<file path="src/common/bru_config.svh">
// fixed widths, BHT geometry and RV32I encodings for the branch unit
// include before any file that uses these macros

`ifndef BRU_CONFIG_SVH
`define BRU_CONFIG_SVH

// pc and target width
`define INST_ADDR_WIDTH 32

// bimodal table, indexed by pc[7:2]
`define BHT_ENTRIES     64
`define BHT_IDX_W       6
`define BHT_IDX_LSB     2

// major opcodes, bits [6:0]
`define OPC_BRANCH      7'b1100011
`define OPC_JAL         7'b1101111
`define OPC_JALR        7'b1100111
`define OPC_FENCE       7'b0001111  // fence, fence.i not split out

// conditional branch funct3, bits [14:12]
`define F3_BEQ          3'b000
`define F3_BNE          3'b001
`define F3_BLT          3'b100
`define F3_BGE          3'b101
`define F3_BLTU         3'b110
`define F3_BGEU         3'b111

`endif
</file>
<file path="src/common/bru_pkg.sv">
// shared types for the branch unit pipeline
// instruction views, op flags and the packets between stages

`include "bru_config.svh"

package bru_pkg;

    // B-type field layout, also used for the JALR I immediate
    typedef struct packed {
        logic       imm12;    // bit 31, sign
        logic [5:0] imm10_5;
        logic [4:0] rs2;      // imm[4:0] for I-type
        logic [4:0] rs1;
        logic [2:0] funct3;
        logic [3:0] imm4_1;
        logic       imm11;    // bit 7
        logic [6:0] opcode;
    } inst_b_t;

    // J-type field layout for JAL
    typedef struct packed {
        logic       imm20;    // sign
        logic [9:0] imm10_1;
        logic       imm11;
        logic [7:0] imm19_12;
        logic [4:0] rd;
        logic [6:0] opcode;
    } inst_j_t;

    // one word, two decodings
    typedef union packed {
        inst_b_t b;
        inst_j_t j;
    } inst_u;

    // one-hot op flags, all zero for a bubble
    typedef struct packed {
        logic jump;   // JAL
        logic beq;
        logic bne;
        logic blt;
        logic bltu;
        logic bge;
        logic bgeu;
        logic jalr;
        logic fence;
    } bjp_op_t;

    // stage 1 -> stage 2
    typedef struct packed {
        logic                        valid;
        bjp_op_t                     op;
        logic [31:0]                 op1;       // rs1, compared
        logic [31:0]                 op2;       // rs2, compared
        logic [`INST_ADDR_WIDTH-1:0] jump_op1;  // adder base
        logic [`INST_ADDR_WIDTH-1:0] jump_op2;  // adder offset
        logic [`INST_ADDR_WIDTH-1:0] pc;
        logic                        is_pred;   // predicted taken
        logic                        int_assert;
        logic [`INST_ADDR_WIDTH-1:0] int_addr;
    } bjp_req_t;

    // fetch redirect
    typedef struct packed {
        logic                        jump_flag;
        logic [`INST_ADDR_WIDTH-1:0] jump_addr;
    } redirect_t;

    // counter write-back
    typedef struct packed {
        logic                        valid;
        logic [`INST_ADDR_WIDTH-1:0] pc;
        logic                        taken;  // resolved outcome
    } bht_update_t;

    // prediction read
    typedef struct packed {
        logic                  taken;  // counter msb
        logic [`BHT_IDX_W-1:0] idx;    // index that was read
    } bht_pred_t;

endpackage

</file>
<file path="src/rtl/branch_unit_top.sv">
// top of the branch unit: decode + BHT read, resolve, redirect register
// redirect leaves 2 clocks after the instruction is presented

`include "bru_config.svh"

module branch_unit_top (
    input  logic                        clk_i,
    input  logic                        arst_n_i,
    input  logic                        valid_i,
    input  bru_pkg::inst_u              inst_i,
    input  logic [`INST_ADDR_WIDTH-1:0] pc_i,
    input  logic [31:0]                 rs1_i,
    input  logic [31:0]                 rs2_i,
    input  logic                        int_assert_i,
    input  logic [`INST_ADDR_WIDTH-1:0] int_addr_i,
    output logic                        jump_flag_o,
    output logic [`INST_ADDR_WIDTH-1:0] jump_addr_o
);
    bru_pkg::bht_pred_t   pred;      // stage 1 read
    bru_pkg::bjp_req_t    req_q;     // stage 1 -> 2
    bru_pkg::redirect_t   redirect;  // stage 2 result
    bru_pkg::bht_update_t bht_upd;   // stage 2 -> table

    logic                        jump_flag_q;
    logic [`INST_ADDR_WIDTH-1:0] jump_addr_q;

    branch_decode u_decode (
        .clk_i        (clk_i),
        .arst_n_i     (arst_n_i),
        .valid_i      (valid_i),
        .inst_i       (inst_i),
        .pc_i         (pc_i),
        .rs1_i        (rs1_i),
        .rs2_i        (rs2_i),
        .int_assert_i (int_assert_i),
        .int_addr_i   (int_addr_i),
        .pred_i       (pred),
        .req_o        (req_q)
    );

    // read with the incoming pc, written back from stage 2
    bht_predictor u_bht (
        .clk_i    (clk_i),
        .arst_n_i (arst_n_i),
        .rd_pc_i  (pc_i),
        .pred_o   (pred),
        .upd_i    (bht_upd)
    );

    exu_bru u_bru (
        .req_i      (req_q),
        .redirect_o (redirect),
        .update_o   (bht_upd)
    );

    // stage 3 redirect register
    always_ff @(posedge clk_i or negedge arst_n_i) begin
        if (!arst_n_i) begin
            jump_flag_q <= 1'b0;
        end else begin
            jump_flag_q <= redirect.jump_flag;
        end
    end

    always_ff @(posedge clk_i) begin
        jump_addr_q <= redirect.jump_addr;  // only meaningful with the flag
    end

    assign jump_flag_o = jump_flag_q;
    assign jump_addr_o = jump_addr_q;

endmodule

</file>
<file path="src/bru/exu_bru.sv">
// stage 2 branch resolution, purely combinational on the stage 1 packet
// gives the fetch redirect and the BHT write-back

`include "bru_config.svh"

module exu_bru (
    input  bru_pkg::bjp_req_t    req_i,
    output bru_pkg::redirect_t   redirect_o,
    output bru_pkg::bht_update_t update_o
);
    logic                        op1_eq_op2;
    logic                        op1_ge_op2_s;
    logic                        op1_ge_op2_u;
    logic                        is_cond;      // valid conditional branch
    logic                        is_jump;      // JAL or JALR
    logic                        cmp_true;
    logic                        branch_cond;
    logic                        rollback;
    logic [`INST_ADDR_WIDTH-1:0] adder_op2;
    logic [`INST_ADDR_WIDTH-1:0] adder_res;

    // compares on rs1 / rs2
    assign op1_eq_op2   = (req_i.op1 == req_i.op2);
    assign op1_ge_op2_s = $signed(req_i.op1) >= $signed(req_i.op2);
    assign op1_ge_op2_u = req_i.op1 >= req_i.op2;

    assign is_cond = req_i.valid & (req_i.op.beq | req_i.op.bne | req_i.op.blt |
                                    req_i.op.bge | req_i.op.bltu | req_i.op.bgeu);
    assign is_jump = req_i.op.jump | req_i.op.jalr;

    // outcome of whichever compare is selected
    assign cmp_true = (req_i.op.beq  &  op1_eq_op2)   |
                      (req_i.op.bne  & ~op1_eq_op2)   |
                      (req_i.op.blt  & ~op1_ge_op2_s) |
                      (req_i.op.bge  &  op1_ge_op2_s) |
                      (req_i.op.bltu & ~op1_ge_op2_u) |
                      (req_i.op.bgeu &  op1_ge_op2_u);

    // jumps are always taken
    assign branch_cond = req_i.valid & (cmp_true | is_jump);

    // predicted taken but actually falls through
    assign rollback = req_i.is_pred & req_i.valid & ~branch_cond;

    // one adder: target, or pc + 4 on rollback
    assign adder_op2 = rollback ? `INST_ADDR_WIDTH'(4) : req_i.jump_op2;
    assign adder_res = req_i.jump_op1 + adder_op2;  // jump_op1 is pc for rollback

    // predicted-taken branches were already redirected by fetch
    assign redirect_o.jump_flag = req_i.int_assert
                                | (branch_cond & ~req_i.is_pred)
                                | (req_i.valid & req_i.op.fence)
                                | rollback;

    // interrupt wins over any target
    assign redirect_o.jump_addr = req_i.int_assert ? req_i.int_addr : adder_res;

    // counters only track conditional branches, not when interrupted
    assign update_o.valid = is_cond & ~req_i.int_assert;
    assign update_o.pc    = req_i.pc;
    assign update_o.taken = branch_cond & ~is_jump;

endmodule

</file>
<file path="src/bht/bht_predictor.sv">
// bimodal branch history table of 2-bit saturating counters
// read is combinational by pc, update is written on the clock edge

`include "bru_config.svh"

module bht_predictor (
    input  logic                        clk_i,
    input  logic                        arst_n_i,
    input  logic [`INST_ADDR_WIDTH-1:0] rd_pc_i,
    output bru_pkg::bht_pred_t          pred_o,
    input  bru_pkg::bht_update_t        upd_i
);
    localparam logic [1:0] CNT_WEAK_NT = 2'b01;  // reset state
    localparam logic [1:0] CNT_MAX     = 2'b11;
    localparam logic [1:0] CNT_MIN     = 2'b00;

    logic [1:0]            cnt_q [`BHT_ENTRIES];
    logic [`BHT_IDX_W-1:0] rd_idx;
    logic [`BHT_IDX_W-1:0] upd_idx;
    logic [1:0]            upd_cnt;   // current value at upd_idx
    logic [1:0]            upd_next;

    // word-aligned pc bits pick the entry
    assign rd_idx  = rd_pc_i[`BHT_IDX_LSB +: `BHT_IDX_W];
    assign upd_idx = upd_i.pc[`BHT_IDX_LSB +: `BHT_IDX_W];

    // msb set means 2 or 3, predict taken
    assign pred_o.taken = cnt_q[rd_idx][1];
    assign pred_o.idx   = rd_idx;

    assign upd_cnt = cnt_q[upd_idx];

    // one step toward the outcome, saturating
    always_comb begin
        upd_next = upd_cnt;
        if (upd_i.taken) begin
            if (upd_cnt != CNT_MAX) begin
                upd_next = upd_cnt + 2'd1;
            end
        end else begin
            if (upd_cnt != CNT_MIN) begin
                upd_next = upd_cnt - 2'd1;
            end
        end
    end

    // no read bypass, a write shows up on the next read
    always_ff @(posedge clk_i or negedge arst_n_i) begin
        if (!arst_n_i) begin
            for (int i = 0; i < `BHT_ENTRIES; i++) begin
                cnt_q[i] <= CNT_WEAK_NT;
            end
        end else if (upd_i.valid) begin
            cnt_q[upd_idx] <= upd_next;
        end
    end

endmodule

</file>
<file path="src/rtl/branch_decode.sv">
// stage 1 of the branch unit: decode, operand and adder input select
// combines the BHT prediction and registers the request packet

`include "bru_config.svh"

module branch_decode (
    input  logic                        clk_i,
    input  logic                        arst_n_i,
    input  logic                        valid_i,
    input  bru_pkg::inst_u              inst_i,
    input  logic [`INST_ADDR_WIDTH-1:0] pc_i,
    input  logic [31:0]                 rs1_i,
    input  logic [31:0]                 rs2_i,
    input  logic                        int_assert_i,
    input  logic [`INST_ADDR_WIDTH-1:0] int_addr_i,
    input  bru_pkg::bht_pred_t          pred_i,
    output bru_pkg::bjp_req_t           req_o
);
    bru_pkg::bjp_op_t            op_d;
    logic                        is_cond_d;   // one of the six compares
    logic [`INST_ADDR_WIDTH-1:0] imm_b;
    logic [`INST_ADDR_WIDTH-1:0] imm_j;
    logic [`INST_ADDR_WIDTH-1:0] imm_i;
    logic [`INST_ADDR_WIDTH-1:0] jump_op1_d;
    logic [`INST_ADDR_WIDTH-1:0] jump_op2_d;

    // control regs, reset
    logic                        valid_q;
    bru_pkg::bjp_op_t            op_q;
    logic                        is_pred_q;
    logic                        int_assert_q;
    // payload regs
    logic [31:0]                 op1_q;
    logic [31:0]                 op2_q;
    logic [`INST_ADDR_WIDTH-1:0] jump_op1_q;
    logic [`INST_ADDR_WIDTH-1:0] jump_op2_q;
    logic [`INST_ADDR_WIDTH-1:0] pc_q;
    logic [`INST_ADDR_WIDTH-1:0] int_addr_q;

    // opcode + funct3, anything else stays a bubble
    always_comb begin
        op_d = '0;
        case (inst_i.b.opcode)
            `OPC_BRANCH: begin
                case (inst_i.b.funct3)
                    `F3_BEQ:  op_d.beq  = 1'b1;
                    `F3_BNE:  op_d.bne  = 1'b1;
                    `F3_BLT:  op_d.blt  = 1'b1;
                    `F3_BGE:  op_d.bge  = 1'b1;
                    `F3_BLTU: op_d.bltu = 1'b1;
                    `F3_BGEU: op_d.bgeu = 1'b1;
                    default:  ;  // 010/011 reserved
                endcase
            end
            `OPC_JAL:   op_d.jump  = 1'b1;
            `OPC_JALR:  op_d.jalr  = 1'b1;
            `OPC_FENCE: op_d.fence = 1'b1;
            default:    ;
        endcase
        if (!valid_i) begin
            op_d = '0;  // no instruction this cycle
        end
    end

    assign is_cond_d = op_d.beq | op_d.bne | op_d.blt | op_d.bge | op_d.bltu | op_d.bgeu;

    // sign-extended immediates from the matching view
    assign imm_b = {{19{inst_i.b.imm12}}, inst_i.b.imm12, inst_i.b.imm11,
                    inst_i.b.imm10_5, inst_i.b.imm4_1, 1'b0};
    assign imm_j = {{11{inst_i.j.imm20}}, inst_i.j.imm20, inst_i.j.imm19_12,
                    inst_i.j.imm11, inst_i.j.imm10_1, 1'b0};
    assign imm_i = {{20{inst_i.b.imm12}}, inst_i.b.imm12, inst_i.b.imm10_5, inst_i.b.rs2};

    // adder inputs, pc based unless JALR
    always_comb begin
        jump_op1_d = pc_i;
        jump_op2_d = imm_b;  // conditional branches
        if (op_d.jump) begin
            jump_op2_d = imm_j;
        end else if (op_d.jalr) begin
            jump_op1_d = rs1_i;
            jump_op2_d = imm_i;
        end else if (op_d.fence) begin
            jump_op2_d = `INST_ADDR_WIDTH'(4);  // refetch next
        end
    end

    always_ff @(posedge clk_i or negedge arst_n_i) begin
        if (!arst_n_i) begin
            valid_q      <= 1'b0;
            op_q         <= '0;
            is_pred_q    <= 1'b0;
            int_assert_q <= 1'b0;
        end else begin
            valid_q      <= |op_d;
            op_q         <= op_d;
            is_pred_q    <= is_cond_d & pred_i.taken;  // counter >= 2
            int_assert_q <= int_assert_i;              // every cycle
        end
    end

    always_ff @(posedge clk_i) begin
        op1_q      <= rs1_i;
        op2_q      <= rs2_i;
        jump_op1_q <= jump_op1_d;
        jump_op2_q <= jump_op2_d;
        pc_q       <= pc_i;
        int_addr_q <= int_addr_i;
    end

    assign req_o = '{valid: valid_q, op: op_q, op1: op1_q, op2: op2_q,
                     jump_op1: jump_op1_q, jump_op2: jump_op2_q, pc: pc_q,
                     is_pred: is_pred_q, int_assert: int_assert_q,
                     int_addr: int_addr_q};

endmodule

</file>
<file path="config.mk">
export PLATFORM = sky130hd
export DESIGN_NAME = branch_unit_top
export DESIGN_NICKNAME = d
export VERILOG_FILES = /design/src/common/bru_pkg.sv /design/src/rtl/branch_unit_top.sv /design/src/bru/exu_bru.sv /design/src/bht/bht_predictor.sv /design/src/rtl/branch_decode.sv
export VERILOG_INCLUDE_DIRS = /design/src /design/src/common
export SDC_FILE = /design/constraint.sdc
export NUM_CORES = 1
export LEC_CHECK = 0
export ABC_AREA = 0
export BUFFER_PORTS_ARGS = -buffer_cell sky130_fd_sc_hd__clkbuf_2
export CAP_MARGIN = 10
export CORE_UTILIZATION = 40
export DETAILED_ROUTE_END_ITERATION = 6
export GPL_TIMING_DRIVEN = 0
export PLACE_DENSITY_LB_ADDON = 0.1
export SLEW_MARGIN = 10
export SYNTH_ARGS = -nofsm -noshare
export SYNTH_HDL_FRONTEND = slang
export SYNTH_SLANG_ARGS = --single-unit
</file>
<file path="constraint.sdc">
create_clock -name clk_i -period 6.84 [get_ports clk_i]
set_input_delay 2.052 -clock clk_i [delete_from_list [all_inputs] [get_ports clk_i]]
set_output_delay 2.052 -clock clk_i [all_outputs]
set_load 0.01 [all_outputs]
</file>
; Yosys cells after proc, flatten, opt, wreduce, memory -nomap -nowiden
; Cells that the tools add are included.
[op_classes]
addsub = 3
order_cmp = 5
n_eq_ne = 11
muxes = 30
bitwise_logic = 44
reduce_logical = 4
[ops]
columns = cell, count
row1 = two-way mux 32 bit, 7
row2 = bitwise mux 128 bit, 1
row3 = >= comparator 32 bit, 2
row4 = adder 32 bit, 1
row5 = == test 32 bit, 1
row6 = binary-select mux 2 bit (select 6 bit), 2
row7 = == test 7 bit (second input constant), 3
row8 = OR 1 bit, 20
row9 = two-way mux 2 bit, 8
row10 = AND 1 bit, 15
row11 = >= comparator 7 bit (second input constant), 2
row12 = NOT 6 -> 7 bit, 2
row13 = demux 2 bit (select 6 bit), 1
row14 = == test 3 bit (second input constant), 4
row15 = two-way mux 1 bit, 9
row16 = two-way mux 9 bit, 1
row17 = OR reduction 9 bit, 1
row18 = == test 7 x 4 -> 1 bit (second input constant), 1
row19 = less-than comparator 7 x 1 -> 1 bit (second input constant), 1
row20 = NOT 1 bit, 7
row21 = two-way mux 6 bit, 1
row22 = == test 3 x 1 -> 1 bit (second input constant), 1
row23 = logical NOT 3 bit, 1
row24 = adder 2 x 1 -> 2 bit (second input constant), 1
row25 = 4 further kinds, 4
[word_totals]
regBits = 341
output_inout_bits = 33

; Depth between registers and ports, before layout
[depth]
ltp_word = 15
mapped_depth = 23

; Cells and area by module
; A second synthesis with hierarchy kept.
[hier_totals]
cells_unflattened = 1469
area_unflattened_um2 = 15736.3
[by_module_without_submodules]
columns = mod, instances, cells_per_inst, area_per_inst_um2, seq_area_each_um2
row1 = bht_predictor, 1, 665, 6995.5, 3283.1
row2 = branch_decode, 1, 306, 4848.4, 3923.8
row3 = exu_bru, 1, 465, 3226.8, 0.0
row4 = branch_unit_top, 1, 33, 665.6, 665.6

; Worst setup path after synthesis
; Ideal clock, no wire load.
[synth_path]
path_type = reg-to-reg
start = register u_decode.op2_q[27]
end = register jump_addr_q[30], in the netlist jump_addr_o[30]
setup_ps = 63
arrival_ps = 5436
slack_ps = 1342
path_stages_with_launch = 23
path_buffers = 1
cell_sequence = dfxtp_1 inv_1 ha_1 a21o_1 a211o_1 a211oi_1 o211ai_1 a211oi_1 mux2_2 nor4_1 nand3_1 clkbuf_1 and2_1 ha_1 and3_1 a221oi_1 o21ba_2 o21ai_0 or3_1 o31ai_1 a21oi_1 or4b_2 nand3_1
[synth_rtl]
columns = item, line
row1 = "start, declared", branch_decode.sv:34  ; logic [31:0] op2_q;
row2 = "start signal, assigned", branch_decode.sv:104  ; op2_q <= rs2_i;
row3 = "end signal, assigned", branch_unit_top.sv:66  ; jump_addr_q <= redirect.jump_addr;
row4 = "end, declared", branch_unit_top.sv:25  ; logic [`INST_ADDR_WIDTH-1:0] jump_addr_q;

==> load_flow_metrics.sql <==
INSERT INTO impl_metrics (metric_group, metric, value, unit) VALUES
('outcome', 'status', 'finished, final reports clean', ''),
('route', 'detail_route.iter0.violations', '619', ''),
('sta', 'slew_headroom', '19.1', '%'),
('clock_tree', 'post_cts.repair.setup_buffers', '0', ''),
('sta', 'final_period_minus_worst_setup_slack', '6.37', 'ns'),
('clock_tree', 'clkLatencyLatePin', '0.54', 'ns'),
('die', 'fp.coreArea', '34800', 'um^2'),
('route', 'detail_route.drc_violations', '0', ''),
('setup_path', 'ff2ff_path_depth', '22', ''),
('place', 'dp_hpwl', '30700', 'um'),
('logic_synthesis', 'synth.yosys.warnings', '0', ''),
('setup_path', 'worstSetupPathDepth', '22', ''),
('setup_path', 'reg2reg_setup_slack', '0.47', 'ns'),
('global_route', 'grt_start_max_net_pins', '95', ''),
('setup_path', 'cp_slowest_cell', 'sky130_fd_sc_hd__or4b_2', ''),
('setup_path', 'startpoint_of_the_worst_slack_reg_to_reg_timing_path', 'u_decode.op2_q[7]$_DFF_P_', ''),
('setup_path', 'crit_path_cells', 'inv_1 > ha_1 > a21oi_1 > o21ai_0 > a221oi_1 > o221ai_2 > a211oi_2 > mux2_2 > nor4_1 > nand3_1 > clkbuf_1 > and2_2 > ha_1 > and3_1 > a221oi_2 > o21ba_2 > o21ai_0 > or3_1 > o31ai_2 > a21oi_1 > or4b_2 > nand3_1', ''),
('setup_path', 'critical_path.max_fanout', '11', ''),
('final_layout', 'syn_to_final_growth', '20.6', '%'),
('sta', 'post-route-period-util', '93.1', '%'),
('global_route', 'grt_first_pass_wirelength', '63800', 'um'),
('die', 'num_rows', '68', ''),
('clock_tree', 'clk_path_buf_depth', '3', ''),
('final_layout', 'drive_gt1_share', '36.1', '%'),
('setup_path', 'cp.required', '7.31', 'ns'),
('die', 'die_h', '191', 'um'),
('clock_tree', 'clock_sink_total', '328', ''),
('power', 'power_per_cell_area', '260', 'nW/um^2'),
('setup_path', 'kind_of_start_point_of_the_critical_path', 'flip-flop', ''),
('logic_synthesis', 'syn-mean-instance-area', '11.5', 'um^2'),
('setup_path', 'worst-setup-path-type', 'flip-flop to flip-flop', ''),
('global_route', 'grt_usage', '23.5', '%'),
('final_layout', 'finish.cell_count_without_fillers', '1960', ''),
('route', 'ant_nets', '0', ''),
('sta', 'final_hold_viol_count', '0', ''),
('clock_tree', 'cts_buffers', '37', ''),
('logic_synthesis', 'synthesis.instances', '1236', ''),
('sta', 'grt_setup_unrepaired', 'no', ''),
('final_layout', 'most_common_cell_after_layout_fill_and_taps_aside', 'sky130_fd_sc_hd__clkbuf_2', ''),
('sta', 'report.final.slew_viol_count', '0', ''),
('setup_path', 'timing.critical_path.max_delay_family', 'compound AO/OA/AOI/OAI gates', ''),
('logic_synthesis', 'synth-edff-count', '0', ''),
('logic_synthesis', 'synth_seq_area_share', '51.7', '%'),
('job', 'max-cap-violations', '0', ''),
('sta', 'report.final.setup_viol', '0', ''),
('global_route', 'antenna_found_initial', '0', ''),
('worst_hold_path', 'min-delay-path-class', 'flip-flop to flip-flop', ''),
('setup_path', 'worstSetupStartpoint', 'u_decode.op2_q[7]$_DFF_P_', ''),
('final_layout', 'fill_cells', '3202', ''),
('die', 'io-pin-count', '197', ''),
('route', 'via_per_inst', '5.43', ''),
('sta', 'tightest_hold_margin', '0.431', 'ns'),
('logic_synthesis', 'ys_seq_elements', '328', ''),
('logic_synthesis', 'syn-cell-area', '14200', 'um^2'),
('place', 'port_buffers', '196', ''),
('route', 'drt_pre_antenna_iters', '5', ''),
('power', 'peakVddDrop', '233', 'uV'),
('route', 'wirelength', '42100', 'um'),
('setup_path', 'critPathCapture', 'jump_addr_o[30]$_DFF_P_', ''),
('clock_tree', 'cts-root-buf', 'sky130_fd_sc_hd__clkbuf_16', ''),
('setup_path', 'rr_endpoint', 'jump_addr_o[30]$_DFF_P_', ''),
('logic_synthesis', 'async_reset_ff_share', '43.0', '%'),
('die', 'fp.dieArea', '36300', 'um^2'),
('die', 'initial_utilization', '40.9', '%'),
('clock_tree', 'clk_transition_reported_paths', '0.06', 'ns'),
('final_layout', 'antenna_cells', '0', ''),
('sta', 'worst_pin_slew', '1.21', 'ns'),
('clock_tree', 'cts_htree_levels', '2', ''),
('place', 'dp_cells', '1892', ''),
('power', 'power_leakage', '7.71', 'nW'),
('die', 'die_x', '191', 'um');
[worst reg2reg max path, cell delays in order (launching register included)]
cell                       delay (ns)
sky130_fd_sc_hd__dfxtp_1         0.31
sky130_fd_sc_hd__inv_1           0.04
sky130_fd_sc_hd__ha_1            0.31
sky130_fd_sc_hd__a21oi_1         0.14
sky130_fd_sc_hd__o21ai_0         0.12
sky130_fd_sc_hd__a221oi_1        0.36
sky130_fd_sc_hd__o221ai_2        0.31
sky130_fd_sc_hd__a211oi_2        0.30
sky130_fd_sc_hd__mux2_2          0.42
sky130_fd_sc_hd__nor4_1          0.28
sky130_fd_sc_hd__nand3_1         0.25
sky130_fd_sc_hd__clkbuf_1        0.27
sky130_fd_sc_hd__and2_2          0.34
sky130_fd_sc_hd__ha_1            0.40
sky130_fd_sc_hd__and3_1          0.23
sky130_fd_sc_hd__a221oi_2        0.36
sky130_fd_sc_hd__o21ba_2         0.18
sky130_fd_sc_hd__o21ai_0         0.12
sky130_fd_sc_hd__or3_1           0.34
sky130_fd_sc_hd__o31ai_2         0.33
sky130_fd_sc_hd__a21oi_1         0.14
sky130_fd_sc_hd__or4b_2          0.63
sky130_fd_sc_hd__nand3_1         0.11
[cells by family (layout without fill, tap and decap cells)]
family | count (synthesis) | count (layout) | synth area share [%]
multiplexers | 185 | 185 | 16.3
buffers and inverters | 101 | 370 | 2.81
XOR/XNOR | 18 | 18 | 1.11
adder cells (fa/ha/maj) | 66 | 66 | 5.84
flip-flops | 328 | 328 | 51.7
AO/OA/AOI/OAI | 244 | 244 | 12.0
AND/OR/NAND/NOR | 294 | 294 | 10.2
[final cells by class]
type	count	area share, %
Multi-Input combinational cell	807	38.1
Clock inverter	18	1.08
Sequential cell	328	42.9
Inverter	49	1.07
Timing Repair Buffer	201	6.19
Clock buffer	50	6.15
Buffer	52	1.25
Tap cell	455	3.32
[routing by layer]
| layer | track usage [%] | vias up | share of wire [%] |
|---|---|---|---|
| met1 | 31.4 | 5222 | 45 |
| met3 | 4.10 | 79 | 5.8 |
| met5 | 0 | - | 0 |
| met4 | 6.58 | 0 | 2.4 |
| li1 | - | 4995 | - |
| met2 | 38.8 | 354 | 47 |
[registers in the layout (all words and copies together) (netlist names)]
signal / flops
u_decode.req_o: 9
jump_flag_o: 1
u_decode.pc_q: 6
u_decode.int_addr_q: 32
jump_addr_o: 32
u_bht.cnt_q: 128
u_decode.op2_q: 32
u_decode.is_pred_q: 1
u_decode.jump_op1_q: 32
u_decode.valid_q: 1
u_decode.int_assert_q: 1
u_decode.jump_op2_q: 21
u_decode.op1_q: 32
[metrics by stage]
| step | worst slack, ns | area [um^2] |
|---|---|---|
| global placement | -0.614 | 15800 |
| CTS | 0.0146 | 17100 |
| detailed placement | -0.131 | 15900 |
| global route | 0.0132 | 17200 |
| floorplan | 1.34 | 14200 |
| finish | 0.470 | 17200 |
[synth_stat cells (20+ instances only)]
library cell / instances / area share [%]
sky130_fd_sc_hd__dfxtp_1: 187 / 26
sky130_fd_sc_hd__mux2_2: 163 / 13
sky130_fd_sc_hd__nor2_1: 97 / 2.6
sky130_fd_sc_hd__dfrtp_1: 77 / 14
sky130_fd_sc_hd__dfstp_2: 64 / 12
sky130_fd_sc_hd__nand2_1: 64 / 1.7
sky130_fd_sc_hd__ha_1: 63 / 5.5
sky130_fd_sc_hd__inv_1: 49 / 1.3
sky130_fd_sc_hd__o21ai_0: 42 / 1.5
sky130_fd_sc_hd__clkbuf_1: 38 / 1.0
sky130_fd_sc_hd__a21oi_1: 36 / 1.3
sky130_fd_sc_hd__a22oi_1: 34 / 1.8
sky130_fd_sc_hd__and2_1: 34 / 1.5
sky130_fd_sc_hd__a21o_1: 24 / 1.3
sky130_fd_sc_hd__mux4_2: 21 / 3.3
sky130_fd_sc_hd__a22o_1: 20 / 1.2
[worst min path at each step]
stage | cells past startpoint | slack (ns) | startpoint | endpoint
final | 2 | 0.43 | u_decode.int_addr_q[29]$_DFF_P_ | jump_addr_o[29]$_DFF_P_
after detailed placement | 2 | 0.42 | u_decode.int_addr_q[25]$_DFF_P_ | jump_addr_o[25]$_DFF_P_
after CTS | 2 | 0.44 | u_decode.int_addr_q[2]$_DFF_P_ | jump_addr_o[2]$_DFF_P_
after global routing | 2 | 0.45 | u_decode.int_addr_q[6]$_DFF_P_ | jump_addr_o[6]$_DFF_P_
after global placement | 2 | 0.42 | u_decode.int_addr_q[29]$_DFF_P_ | jump_addr_o[29]$_DFF_P_
after floorplan | 2 | 0.40 | u_decode.int_addr_q[27]$_DFF_P_ | jump_addr_o[27]$_DFF_P_
[power breakdown]
part           internal, mW  switching (mW)
combinational         0.175           0.249
sequential             2.00          0.0267
clock                  1.17           0.829
[repair_timing]
item / in CTS / in global routing
gates resized for setup: 2 / 5
endpoints found under the hold margin: 0 / 0
cloned: 0 / 0
setup endpoints to repair: 1 / 5
Note: power is estimated with default switching activity, not from simulation.
